**config.mk**
```make
export PLATFORM = sky130hd
export DESIGN_NAME = rename_backout_top
export DESIGN_NICKNAME = d
export VERILOG_FILES = /design/src/rename_pkg.sv /design/src/rob_store.sv /design/src/rename_map_table.sv /design/src/rat_backout_machine.sv /design/src/rename_backout_top.sv
export VERILOG_INCLUDE_DIRS = /design/src /design/src/include
export SDC_FILE = /design/constraint.sdc
export NUM_CORES = 1
export LEC_CHECK = 0
export BUFFER_PORTS_ARGS = -buffer_cell sky130_fd_sc_hd__buf_2
export CAP_MARGIN = 5
export CORE_ASPECT_RATIO = 1.1
export CORE_MARGIN = 2
export CORE_UTILIZATION = 50
export CTS_CLUSTER_DIAMETER = 60
export CTS_CLUSTER_SIZE = 30
export DETAILED_ROUTE_END_ITERATION = 8
export GPL_TIMING_DRIVEN = 0
export PLACE_DENSITY = 0.74
export SYNTH_ARGS = -nofsm -noshare
export SYNTH_HDL_FRONTEND = slang
export SYNTH_HIERARCHICAL = 1
export SYNTH_SLANG_ARGS = --single-unit
```
**constraint.sdc**
```tcl
create_clock -name clk -period 3.2 [get_ports clk]
set_clock_uncertainty 0.2 [all_clocks]
set_input_delay 0.32 -clock clk [delete_from_list [all_inputs] [get_ports clk]]
set_output_delay 0.32 -clock clk [all_outputs]
set_load 0.02 [all_outputs]
```
**src/include/rename_cfg.svh**
```systemverilog
`ifndef RENAME_CFG_SVH
`define RENAME_CFG_SVH

// ==========================================================================
// Sizing of the rename and backout block
// ==========================================================================

// Number of reorder buffer entries
// Must stay a power of two so index arithmetic wraps for free
`define RENAME_ROB_ENTRIES 16

// Entries per instruction group
// Groups start on multiples of this value and it divides the ROB size
`define RENAME_GROUP_SIZE 4

// Architectural register count seen by the instruction set
`define RENAME_AREGS 32

// Physical register count in the register file behind the RAT
`define RENAME_PREGS 64

`endif

```
**src/rename_pkg.sv**
```systemverilog
`default_nettype none

// Widths are derived from the sizing header so the types follow any resize
`include "rename_cfg.svh"

package rename_pkg;

	// ==========================================================================
	// Index and register number types
	// ==========================================================================

	// Position of an entry inside the reorder buffer
	typedef logic [$clog2(`RENAME_ROB_ENTRIES)-1:0] rob_ndx_t;

	// Architectural register number as encoded in an instruction
	typedef logic [$clog2(`RENAME_AREGS)-1:0] aregno_t;

	// Physical register number held in the RAT and the ROB
	typedef logic [$clog2(`RENAME_PREGS)-1:0] pregno_t;

	// States of the mispredict backout walk
	// The backward pass restores old mappings of the younger entries,
	// the forward pass replays new mappings up to the branch
	typedef enum logic [1:0] {
		bo_idle,
		bo_backward,
		bo_forward
	} backout_state_t;

endpackage

`default_nettype wire

```
**src/rob_store.sv**
```systemverilog
`default_nettype none

`include "rename_cfg.svh"

// Reorder buffer storage for the rename fields.
// Only the fields needed by the backout walk are kept here: the
// destination register, the mapping it had before rename and the
// mapping it was given.
module rob_store (
	input  logic                clk,
	input  logic                rst,

	// Rename port
	input  logic                rename_valid,
	input  logic                stall,
	input  rename_pkg::aregno_t rename_areg,
	input  rename_pkg::pregno_t rename_preg,
	input  rename_pkg::pregno_t rename_nreg,

	// Walk read port used by the backout machine
	input  rename_pkg::rob_ndx_t walk_ndx,
	output rename_pkg::aregno_t  walk_areg,
	output rename_pkg::pregno_t  walk_preg,
	output rename_pkg::pregno_t  walk_nreg,

	// Tail truncation after a mispredict
	input  logic                 trunc,
	input  rename_pkg::rob_ndx_t trunc_tail,
	output rename_pkg::rob_ndx_t tail
);

	// ==========================================================================
	// Entry storage
	// ==========================================================================

	// One array per field, indexed by ROB position
	rename_pkg::aregno_t areg_mem [`RENAME_ROB_ENTRIES];
	rename_pkg::pregno_t preg_mem [`RENAME_ROB_ENTRIES];
	rename_pkg::pregno_t nreg_mem [`RENAME_ROB_ENTRIES];

	// A rename is taken only while the backout machine is not holding the front end
	logic rename_accept;

	assign rename_accept = rename_valid && !stall;

	// The entry at tail receives the destination, the previous mapping
	// read from the RAT this cycle, and the freshly allocated register
	always_ff @(posedge clk) begin
		if (rename_accept) begin
			areg_mem[tail] <= rename_areg;
			preg_mem[tail] <= rename_preg;
			nreg_mem[tail] <= rename_nreg;
		end
	end

	// ==========================================================================
	// Tail pointer
	// ==========================================================================

	// Truncation wins over an append. Both never coincide because stall
	// is still high in the cycle trunc is pulsed
	always_ff @(posedge clk) begin
		if (rst) begin
			tail <= '0;
		end else if (trunc) begin
			tail <= trunc_tail;
		end else if (rename_accept) begin
			// Index width matches the power-of-two size so this wraps around
			tail <= tail + rename_pkg::rob_ndx_t'(1);
		end
	end

	// ==========================================================================
	// Walk read port
	// ==========================================================================

	// Plain combinational read
	// The backout machine registers whatever it takes from here
	assign walk_areg = areg_mem[walk_ndx];
	assign walk_preg = preg_mem[walk_ndx];
	assign walk_nreg = nreg_mem[walk_ndx];

endmodule

`default_nettype wire

```
**src/rename_map_table.sv**
```systemverilog
`default_nettype none

`include "rename_cfg.svh"

// Register alias table.
// Holds the current physical register for each architectural register.
// Written by rename and by the backout repair, read by rename (to capture
// the old mapping) and by the source lookup port.
module rename_map_table (
	input  logic                clk,
	input  logic                rst,

	// Rename port
	input  logic                rename_valid,
	input  logic                stall,
	input  rename_pkg::aregno_t rename_areg,
	input  rename_pkg::pregno_t rename_nreg,
	output rename_pkg::pregno_t rename_preg,

	// Repair writes from the backout machine
	input  logic                bo_wr,
	input  rename_pkg::aregno_t bo_areg,
	input  rename_pkg::pregno_t bo_preg,

	// Source operand lookup
	input  rename_pkg::aregno_t src_areg,
	output rename_pkg::pregno_t src_preg
);

	// ==========================================================================
	// Map storage
	// ==========================================================================

	rename_pkg::pregno_t map_mem [`RENAME_AREGS];

	// Reset gives an identity map so that every register starts out
	// living in the physical register of the same number.
	// A repair write takes priority over rename; with stall obeyed
	// by the rename source the two are never seen together
	always_ff @(posedge clk) begin
		if (rst) begin
			for (int i = 0; i < `RENAME_AREGS; i++) begin
				map_mem[i] <= rename_pkg::pregno_t'(i);
			end
		end else if (bo_wr) begin
			map_mem[bo_areg] <= bo_preg;
		end else if (rename_valid && !stall) begin
			map_mem[rename_areg] <= rename_nreg;
		end
	end

	// ==========================================================================
	// Read ports
	// ==========================================================================

	// Mapping before this rename. It goes into the ROB entry as the old
	// register so a backout can put it back
	assign rename_preg = map_mem[rename_areg];

	// Lookup for source operands
	assign src_preg = map_mem[src_areg];

endmodule

`default_nettype wire

```
**src/rat_backout_machine.sv**
```systemverilog
`default_nettype none

`include "rename_cfg.svh"

// Mispredict backout machine.
// On a mispredict it repairs the RAT for the branch's own group only:
// first walking down from the youngest occupied group entry to the entry
// just after the branch, writing back each old mapping, then walking up
// from the first entry of the group to the branch itself, writing each
// new mapping again. At the end the ROB tail is cut back to just after
// the branch.
module rat_backout_machine (
	input  logic                 clk,
	input  logic                 rst,

	// Mispredict request
	input  logic                 backout,
	input  rename_pkg::rob_ndx_t fcu_id,

	// ROB side
	input  rename_pkg::rob_ndx_t tail,
	output rename_pkg::rob_ndx_t walk_ndx,
	input  rename_pkg::aregno_t  walk_areg,
	input  rename_pkg::pregno_t  walk_preg,
	input  rename_pkg::pregno_t  walk_nreg,

	// RAT repair writes
	output logic                 bo_wr,
	output rename_pkg::aregno_t  bo_areg,
	output rename_pkg::pregno_t  bo_preg,

	// Tail truncation and front end hold
	output logic                 trunc,
	output rename_pkg::rob_ndx_t trunc_tail,
	output logic                 stall
);

	// Low index bits that give the position inside a group
	localparam rename_pkg::rob_ndx_t GRP_MASK =
		rename_pkg::rob_ndx_t'(`RENAME_GROUP_SIZE - 1);

	rename_pkg::backout_state_t state;

	// Branch index and first entry of its group, held for the whole walk
	rename_pkg::rob_ndx_t br_ndx;
	rename_pkg::rob_ndx_t grp_start;
	rename_pkg::rob_ndx_t br_next;

	// Start point computed from the incoming request
	rename_pkg::rob_ndx_t younger_tail;
	rename_pkg::rob_ndx_t younger_grp;
	rename_pkg::rob_ndx_t younger_cnt;
	rename_pkg::rob_ndx_t grp_first;

	// ==========================================================================
	// Walk bounds
	// ==========================================================================

	always_comb begin
		// Occupied entries younger than the branch, up to tail minus one
		younger_tail = tail - rename_pkg::rob_ndx_t'(1) - fcu_id;
		// Entries left in the branch's group after the branch
		younger_grp = GRP_MASK - (fcu_id & GRP_MASK);
		// Only entries that are both occupied and in the group need undoing
		younger_cnt = (younger_tail < younger_grp) ? younger_tail : younger_grp;
		grp_first = fcu_id & ~GRP_MASK;
	end

	// Entry just after the branch: last visit of the backward pass and
	// also the new tail once the walk is over
	assign br_next = br_ndx + rename_pkg::rob_ndx_t'(1);
	assign trunc_tail = br_next;

	// ==========================================================================
	// State machine
	// ==========================================================================

	always_ff @(posedge clk) begin
		if (rst) begin
			state <= rename_pkg::bo_idle;
			walk_ndx <= '0;
			trunc <= 1'b0;
		end else begin
			trunc <= 1'b0;
			case (state)
				rename_pkg::bo_idle: begin
					if (backout) begin
						if (younger_cnt != '0) begin
							// Start with the youngest occupied entry of the group
							state <= rename_pkg::bo_backward;
							walk_ndx <= fcu_id + younger_cnt;
						end else begin
							// Nothing younger to undo, go straight to the replay
							state <= rename_pkg::bo_forward;
							walk_ndx <= grp_first;
						end
					end
				end
				rename_pkg::bo_backward: begin
					if (walk_ndx == br_next) begin
						state <= rename_pkg::bo_forward;
						walk_ndx <= grp_start;
					end else begin
						walk_ndx <= walk_ndx - rename_pkg::rob_ndx_t'(1);
					end
				end
				rename_pkg::bo_forward: begin
					// The branch entry is the last one replayed
					if (walk_ndx == br_ndx) begin
						state <= rename_pkg::bo_idle;
						trunc <= 1'b1;
					end else begin
						walk_ndx <= walk_ndx + rename_pkg::rob_ndx_t'(1);
					end
				end
				default: begin
					state <= rename_pkg::bo_idle;
				end
			endcase
		end
	end

	// Branch position and group start are captured with the request
	always_ff @(posedge clk) begin
		if (state == rename_pkg::bo_idle && backout) begin
			br_ndx <= fcu_id;
			grp_start <= grp_first;
		end
	end

	// ==========================================================================
	// Repair writes
	// ==========================================================================

	// One write per visited entry, one cycle after the visit
	always_ff @(posedge clk) begin
		if (rst) begin
			bo_wr <= 1'b0;
		end else begin
			bo_wr <= (state != rename_pkg::bo_idle);
		end
	end

	// Backward pass restores the old mapping, forward pass the new one
	always_ff @(posedge clk) begin
		if (state != rename_pkg::bo_idle) begin
			bo_areg <= walk_areg;
			bo_preg <= (state == rename_pkg::bo_backward) ? walk_preg : walk_nreg;
		end
	end

	// Hold rename from the request until the final repair write is done
	assign stall = backout || (state != rename_pkg::bo_idle) || bo_wr;

endmodule

`default_nettype wire

```
**src/rename_backout_top.sv**
```systemverilog
`default_nettype none

// Rename and mispredict backout block.
// Ties the ROB storage, the RAT and the backout machine together.
module rename_backout_top (
	input  logic                 clk,
	input  logic                 rst,

	// Rename port
	input  logic                 rename_valid,
	input  rename_pkg::aregno_t  rename_areg,
	input  rename_pkg::pregno_t  rename_nreg,

	// Mispredict port
	input  logic                 backout,
	input  rename_pkg::rob_ndx_t fcu_id,

	// Source lookup
	input  rename_pkg::aregno_t  src_areg,
	output rename_pkg::pregno_t  src_preg,

	// Front end hold during a backout
	output logic                 stall
);

	// ==========================================================================
	// Internal nets
	// ==========================================================================

	// Old mapping of the renamed register, read from the RAT
	rename_pkg::pregno_t  rename_preg;

	// Walk interface between the machine and the ROB
	rename_pkg::rob_ndx_t walk_ndx;
	rename_pkg::aregno_t  walk_areg;
	rename_pkg::pregno_t  walk_preg;
	rename_pkg::pregno_t  walk_nreg;
	rename_pkg::rob_ndx_t tail;
	logic                 trunc;
	rename_pkg::rob_ndx_t trunc_tail;

	// Repair writes into the RAT
	logic                 bo_wr;
	rename_pkg::aregno_t  bo_areg;
	rename_pkg::pregno_t  bo_preg;

	rob_store u_rob (
		.clk          (clk),
		.rst          (rst),
		.rename_valid (rename_valid),
		.stall        (stall),
		.rename_areg  (rename_areg),
		.rename_preg  (rename_preg),
		.rename_nreg  (rename_nreg),
		.walk_ndx     (walk_ndx),
		.walk_areg    (walk_areg),
		.walk_preg    (walk_preg),
		.walk_nreg    (walk_nreg),
		.trunc        (trunc),
		.trunc_tail   (trunc_tail),
		.tail         (tail)
	);

	rename_map_table u_rat (
		.clk          (clk),
		.rst          (rst),
		.rename_valid (rename_valid),
		.stall        (stall),
		.rename_areg  (rename_areg),
		.rename_nreg  (rename_nreg),
		.rename_preg  (rename_preg),
		.bo_wr        (bo_wr),
		.bo_areg      (bo_areg),
		.bo_preg      (bo_preg),
		.src_areg     (src_areg),
		.src_preg     (src_preg)
	);

	rat_backout_machine u_backout (
		.clk        (clk),
		.rst        (rst),
		.backout    (backout),
		.fcu_id     (fcu_id),
		.tail       (tail),
		.walk_ndx   (walk_ndx),
		.walk_areg  (walk_areg),
		.walk_preg  (walk_preg),
		.walk_nreg  (walk_nreg),
		.bo_wr      (bo_wr),
		.bo_areg    (bo_areg),
		.bo_preg    (bo_preg),
		.trunc      (trunc),
		.trunc_tail (trunc_tail),
		.stall      (stall)
	);

endmodule

`default_nettype wire

```
==> impl_metrics.tcl, run 1 <==
set metrics [dict create \
    leakage_nw 8.03 \
    place_congestion 0.965 \
    num-fill-cells 3294 \
    design_area_um2 26300 \
    clk_pin_slew_ns 0.09 \
    synth_top_area_cell "edfxtp_1" \
    yosysMostFrequentCell "edfxtp_1" \
    synth_edf_count 479 \
    r2r_slack_ns 0.09 \
    post-route-min-period_ns 3.16 \
    hold_start "fcu_id[1]" \
    avgRoutedWirePerCell_um 31.2 \
    htreeDepth 1 \
    cts-root-buf "clkbuf_16" \
    grt_pass1_vias 13800 \
    finalSetupViolations 0 \
    ant_nets 0 \
    grt_pass1_wl_um 91900 \
    fmax_mhz 316 \
    setup_slack_ns 0.0391 \
    synth_area_um2 22800 \
    dr.pass1.iters 6 \
    seq_area_um2 14600 \
    multi_input_area_um2 8120 \
    critical_path_required_ns 2.68 \
    finalHoldViolCount 0 \
    die_area_um2 47400 \
    num_antenna_cells 0 \
    die_w_um 208 \
    fp.dieH_um 228 \
    holdPathEnd "u_backout/walk_ndx[1]" \
    cts_buffers 30 \
    slew_violations 0 \
    clockBufferDepth 3 \
    cp.arrival_ns 2.64 \
    initial_core_util_pct 50.3 \
    dp_hpwl_um 43700 \
    power_density_nw_per_um2 718 \
    reg2reg_depth 12 \
    worstHoldPathType "in2reg" \
    r2r_end "u_rat/map_mem[27][4]" \
    critPathLaunchType "input port" \
    synth_flop_cell "edfxtp_1" \
    synthTopCellsByCount "edfxtp_1 (479), mux4_2 (185), nor3_1 (122), nand3_1 (95), clkbuf_1 (48)" \
    synth_cell_types 62 \
    synth_fp_nets 1353 \
    r2r-start "u_backout/state[0]" \
    cts_sinks 491 \
    cp-end-kind "output port" \
    grt_max_degree 31 \
    viasPerCell 6.91 \
    ys_async_sr_fraction_pct 0 \
    tns_ns 0 \
    port_buffers 28 \
    worst_path_max_delay_cell "mux4_2" \
    ir_worst_vdd_mv 0.569 \
    fp.coreArea_um2 45300 \
    critPathKind "in2out" \
    cp_cell_sequence "buf_2 > clkbuf_2 > clkbuf_2 > mux4_2 > mux4_2 > mux2_2 > buf_2" \
    cp_slowest_stage_delay_ns 0.51 \
    wl_um 63800 \
    cap_violations 0 \
    syn_inst 1310 \
    vias 14200 \
    cts_tree "built" \
    nNetsFinal 1480 \
    placed_area_um2 24000 \
    dp_slack_ns -0.952 \
    critPathMaxFanout 10 \
    status "complete, no violations" \
    ios 31 \
    area_growth_pct 15.3 \
    ys_warn_count 6 \
    max_slew_margin_pct 28.3 \
    rows 82 \
    grt.total_usage_pct 26.5 \
    antenna_found_initial 1 \
    final.period_utilization_pct 98.8 \
    clock_latency_ns 0.62 \
    rsz0062_at_grt "false" \
    netlist_top_cells_area "edfxtp_1 (63%), mux4_2 (18%), nor3_1 (2.7%)" \
    hold-path-cell-count 4 \
    synth_top_area_share_pct 63.0 \
    first_iter_violations 1755 \
    grt_overflow 0 \
    final_util_pct 58.1 \
    route.detailed.drc 0 \
    ys_seq_area_share_pct 64.1 \
    ys_ff_latch 491 \
    syn-mean-instance-area_um2 17.4 \
    drive_above_1_share_pct 36.0 \
    worstMarginPinSlew_ns 1.08 \
]
-- flip-flops by register name, summed over array words and instances (netlist names) --
name,flops
u_backout/bo_areg,5
u_backout/bo_preg,6
u_backout/bo_wr,1
u_backout/br_ndx,4
u_backout/state,2
u_backout/trunc,1
u_backout/walk_ndx,4
u_rat/map_mem,192
u_rob/areg_mem,80
u_rob/nreg_mem,96
u_rob/preg_mem,96
u_rob/tail,4
-- final cells by class --
class	instances	area share, %
Sequential cell	491	55.6
Clock inverter	24	1.25
Timing Repair Buffer	94	3.61
Multi-Input combinational cell	691	30.8
Clock buffer	31	2.87
Inverter	14	0.200
Tap cell	588	2.79
Buffer	115	2.89
-- cell families after synthesis --
group	share of synthesized area, %
flip-flops	64.1
AND/OR/NAND/NOR	7.34
multiplexers	20.3
buffers and inverters	2.93
AO/OA/AOI/OAI	3.52
adder cells (fa/ha/maj)	1.11
XOR/XNOR	0.712
other	0.0164
-- power breakdown --
part	leakage, nW	switching [W]	internal [W]	total, W
clock network	0.513	0.00234	0.00196	0.00430
logic	3.13	0.00429	0.00266	0.00694
registers	4.38	0.000204	0.00745	0.00766
total	8.03	0.00683	0.0121	0.0189
-- how the worst max path moves through the flow --
stage                     cells after the start                     to          startpoint
after global placement                        6   u_rob/preg_mem[3][0]  u_backout/state[0]
after global routing                          7            src_preg[4]         src_areg[2]
after CTS                                    11  u_backout/walk_ndx[2]       u_rob/tail[1]
after detailed placement                      9   u_rat/map_mem[28][4]  u_backout/state[0]
after floorplan                              10    u_rat/map_mem[1][0]  u_backout/state[0]
final                                         7            src_preg[1]         src_areg[2]
-- critical path, delay by kind of cell --
| family | cells | cell delay (ns) |
|---|---|---|
| multiplexers | 3 | 1.24 |
| buffers and inverters | 4 | 1.07 |
-- per-stage QoR --
stage                     cells  hold slack (ns)  power [W]
after floorplan            1310            0.192     0.0117
after global placement     1926            0.276     0.0135
after detailed placement   1942            0.294     0.0137
after CTS                  2032            0.223     0.0185
after global routing       2048            0.244     0.0195
final                      2048            0.243     0.0189
-- layer usage --
metal / part of all wire [%] / track usage [%]
met4: 5.1 / 10.8
met5: 0 / 0
met2: 49 / 43.8
met3: 11 / 5.33
met1: 35 / 34.7
-- repair_timing --
action / 4_1_cts / 5_1_grt
hold buffers: 19 / 0
cloned: 1 / 4
setup buffers: 15 / 12
resized for setup: 148 / 30
setup endpoints to repair: 391 / 415
pin swaps: 9 / 10
endpoints found under the hold margin: 192 / 0
-- cells in the final DEF (no fill, tap or decap), types with 21 or more instances in the layout --
cell type / count
a21o_4: 27
a22oi_1: 34
buf_2: 54
buf_4: 32
buf_6: 21
clkbuf_1: 27
clkbuf_16: 33
edfxtp_1: 479
mux2_2: 23
mux4_2: 185
nand2_1: 35
nand3_1: 92
nor3_1: 110
No activity file was read; power rests on OpenSTA's default activity.
==> inputs of run 2 (changes only) <==
==> constraint.sdc (replaced) <==
create_clock -name clk -period 3.2 [get_ports clk]
set_clock_uncertainty 0.2 [all_clocks]
set_input_delay 0.32 -clock clk [delete_from_list [all_inputs] [get_ports clk]]
set_output_delay 0.32 -clock clk [all_outputs]
set_load 0.005 [all_outputs]
==> run 2 against run 1 <==
Effect of this change: global-route usage shrank 0.27 points; largest power group unchanged; register-to-register slack worse by 0.05 ns; via count is 2.3% lower; maximum frequency rose by 0.14%; critical endpoint is now u_rat/map_mem[18][2]; power grew 1.2%; largest cell class unchanged.
==> impl_metrics.tcl, run 2 (synthesized netlist as in run 1, its figures left out) <==
set metrics [dict create \
    status "complete, no violations" \
    cp_slowest_stage_delay_ns 0.52 \
    clock_latency_ns 0.57 \
    worstMarginPinSlew_ns 1.13 \
    layout_common_cells "edfxtp_1 (479), mux4_2 (185), nor3_1 (111)" \
    cts_sinks 491 \
    htreeDepth 2 \
    critPathKind "reg2reg" \
    layout_commonest_cell "edfxtp_1" \
    clockBufferDepth 3 \
    largestRegisters "u_rat/map_mem: 192 flops, u_rob/nreg_mem: 96 flops, u_rob/preg_mem: 96 flops" \
    final.period_utilization_pct 98.6 \
    r2r_slack_ns 0.04 \
    largest_reg_flops 192 \
    fp.coreArea_um2 45300 \
    critPathMaxFanout 10 \
    cts_buffers 34 \
    ant_nets 0 \
    critical_path_required_ns 3.32 \
    cts_tree "built" \
    leakage_nw 8.04 \
    num_antenna_cells 0 \
    die_w_um 208 \
    worstHoldPathType "in2reg" \
    grt.total_usage_pct 26.2 \
    rows 82 \
    dr.pass1.iters 8 \
    report.power.total_w 0.0191 \
    critPathLaunchType "flip-flop" \
    design_area_um2 26200 \
    route.detailed.drc 0 \
    dp_hpwl_um 45000 \
    post-route-min-period_ns 3.16 \
    grt_pass1_wl_um 90400 \
    grt_max_degree 29 \
    ir_worst_vdd_mv 0.406 \
    slew_violations 0 \
    vias 13800 \
    nNetsFinal 1478 \
    ios 31 \
    initial_core_util_pct 50.3 \
    place_congestion 1.02 \
    wl_um 62400 \
    antenna_found_initial 0 \
    drive_above_1_share_pct 36.1 \
    first_iter_violations 1682 \
    top_register "u_rat/map_mem" \
    placed_area_um2 24000 \
    viasPerCell 6.76 \
    cts-root-buf "clkbuf_16" \
    finalSetupViolations 0 \
    area_growth_pct 14.8 \
    grt_overflow 0 \
    fmax_mhz 317 \
    finalHoldViolCount 0 \
    die_area_um2 47400 \
    clk_pin_slew_ns 0.07 \
    cp-end-kind "flip-flop" \
    grt_pass1_vias 13800 \
    cap_violations 0 \
    power_density_nw_per_um2 730 \
    max_slew_margin_pct 24.5 \
    port_buffers 28 \
    cp.arrival_ns 3.28 \
    worst_path_max_delay_cell "mux2i_4" \
    cp_common_cell "buf_6" \
    avgRoutedWirePerCell_um 30.5 \
    cp_cell_sequence "inv_2 > ha_4 > nand2b_4 > or2_4 > nor4b_4 > buf_6 > buf_4 > mux2i_4 > buf_6 > nor2_4 > buf_6 > a21o_4" \
    fp.dieH_um 228 \
]
run 2: cell types whose count changed in the layout (fill, tap and decap cells not counted), moves of 4 or more:
| cell | delta |
|---|---|
| dlygate4sd3_1 | -4 |
| buf_4 | +6 |
| a21o_2 | +5 |
| buf_2 | -4 |
| a21o_4 | -8 |
run 2: metal layers:
metal / wire length (um) / share of wire (%) / global-route usage, %
met5: 0 / 0 / 0
met4: 4120 / 6.6 / 14.6
met3: 5710 / 9.2 / 4.80
met2: 30700 / 49 / 43.7
met1: 21900 / 35 / 32.5
run 2: critical path: cells and delay by family (launching register included):
| family | cells | cell delay, ns |
|---|---|---|
| adders and majority gates | 1 | 0.15 |
| muxes | 1 | 0.52 |
| DFF | 1 | 0.34 |
| and+or+nand+nor | 4 | 0.70 |
| AOI/OAI and AO/OA | 1 | 0.26 |
| buffers and inverters | 5 | 0.72 |
run 2: path summary, 6_finish.rpt:
kind	from	cells past startpoint	endpoint
worst max-delay path	u_backout/state[0]	12	u_rat/map_mem[18][2]
worst min-delay path	rename_valid	4	u_rob/tail[1]
worst max register to register	u_backout/state[0]	12	u_rat/map_mem[18][2]
worst min register to register	u_backout/state[0]	2	u_backout/state[0]
run 2: repair_timing:
action	CTS	global route
pin swaps	7	9
hold buffers	15	0
buffers inserted	19	11
resized for setup	121	41
endpoints found under the setup margin	391	367
hold endpoints to repair	159	0
cloned	0	1
run 2: stage by stage:
step	util, %	TNS (ns)	std cells	hold slack (ns)	worst slack (ns)
after floorplan	-	0	1310	0.192	0.00318
after global placement	52.3	-355.31	1926	0.277	-1.25
after detailed placement	53.0	-274.50	1941	0.303	-1.13
after CTS	57.2	0	2035	0.00287	0.0112
after global routing	57.8	-0.413	2047	0.0319	-0.0486
final	57.8	0	2047	0.00789	0.0437
run 2: power by group:
part,internal (W),leakage (nW),switching [W],total [W]
logic,0.00257,3.08,0.00420,0.00677
registers,0.00746,4.38,0.000215,0.00767
clock network,0.00230,0.578,0.00239,0.00469
run 2: final cells by class:
cell class | count | area (um2)
repair buffers | 89 | 843
plain buffers | 115 | 742
clock buffers | 36 | 880
fillers | 3335 | 19100
inverters | 14 | 52.6
multi-input cells | 690 | 8020
well taps | 588 | 736
clock inverters | 24 | 314
flip-flops and latches | 491 | 14600
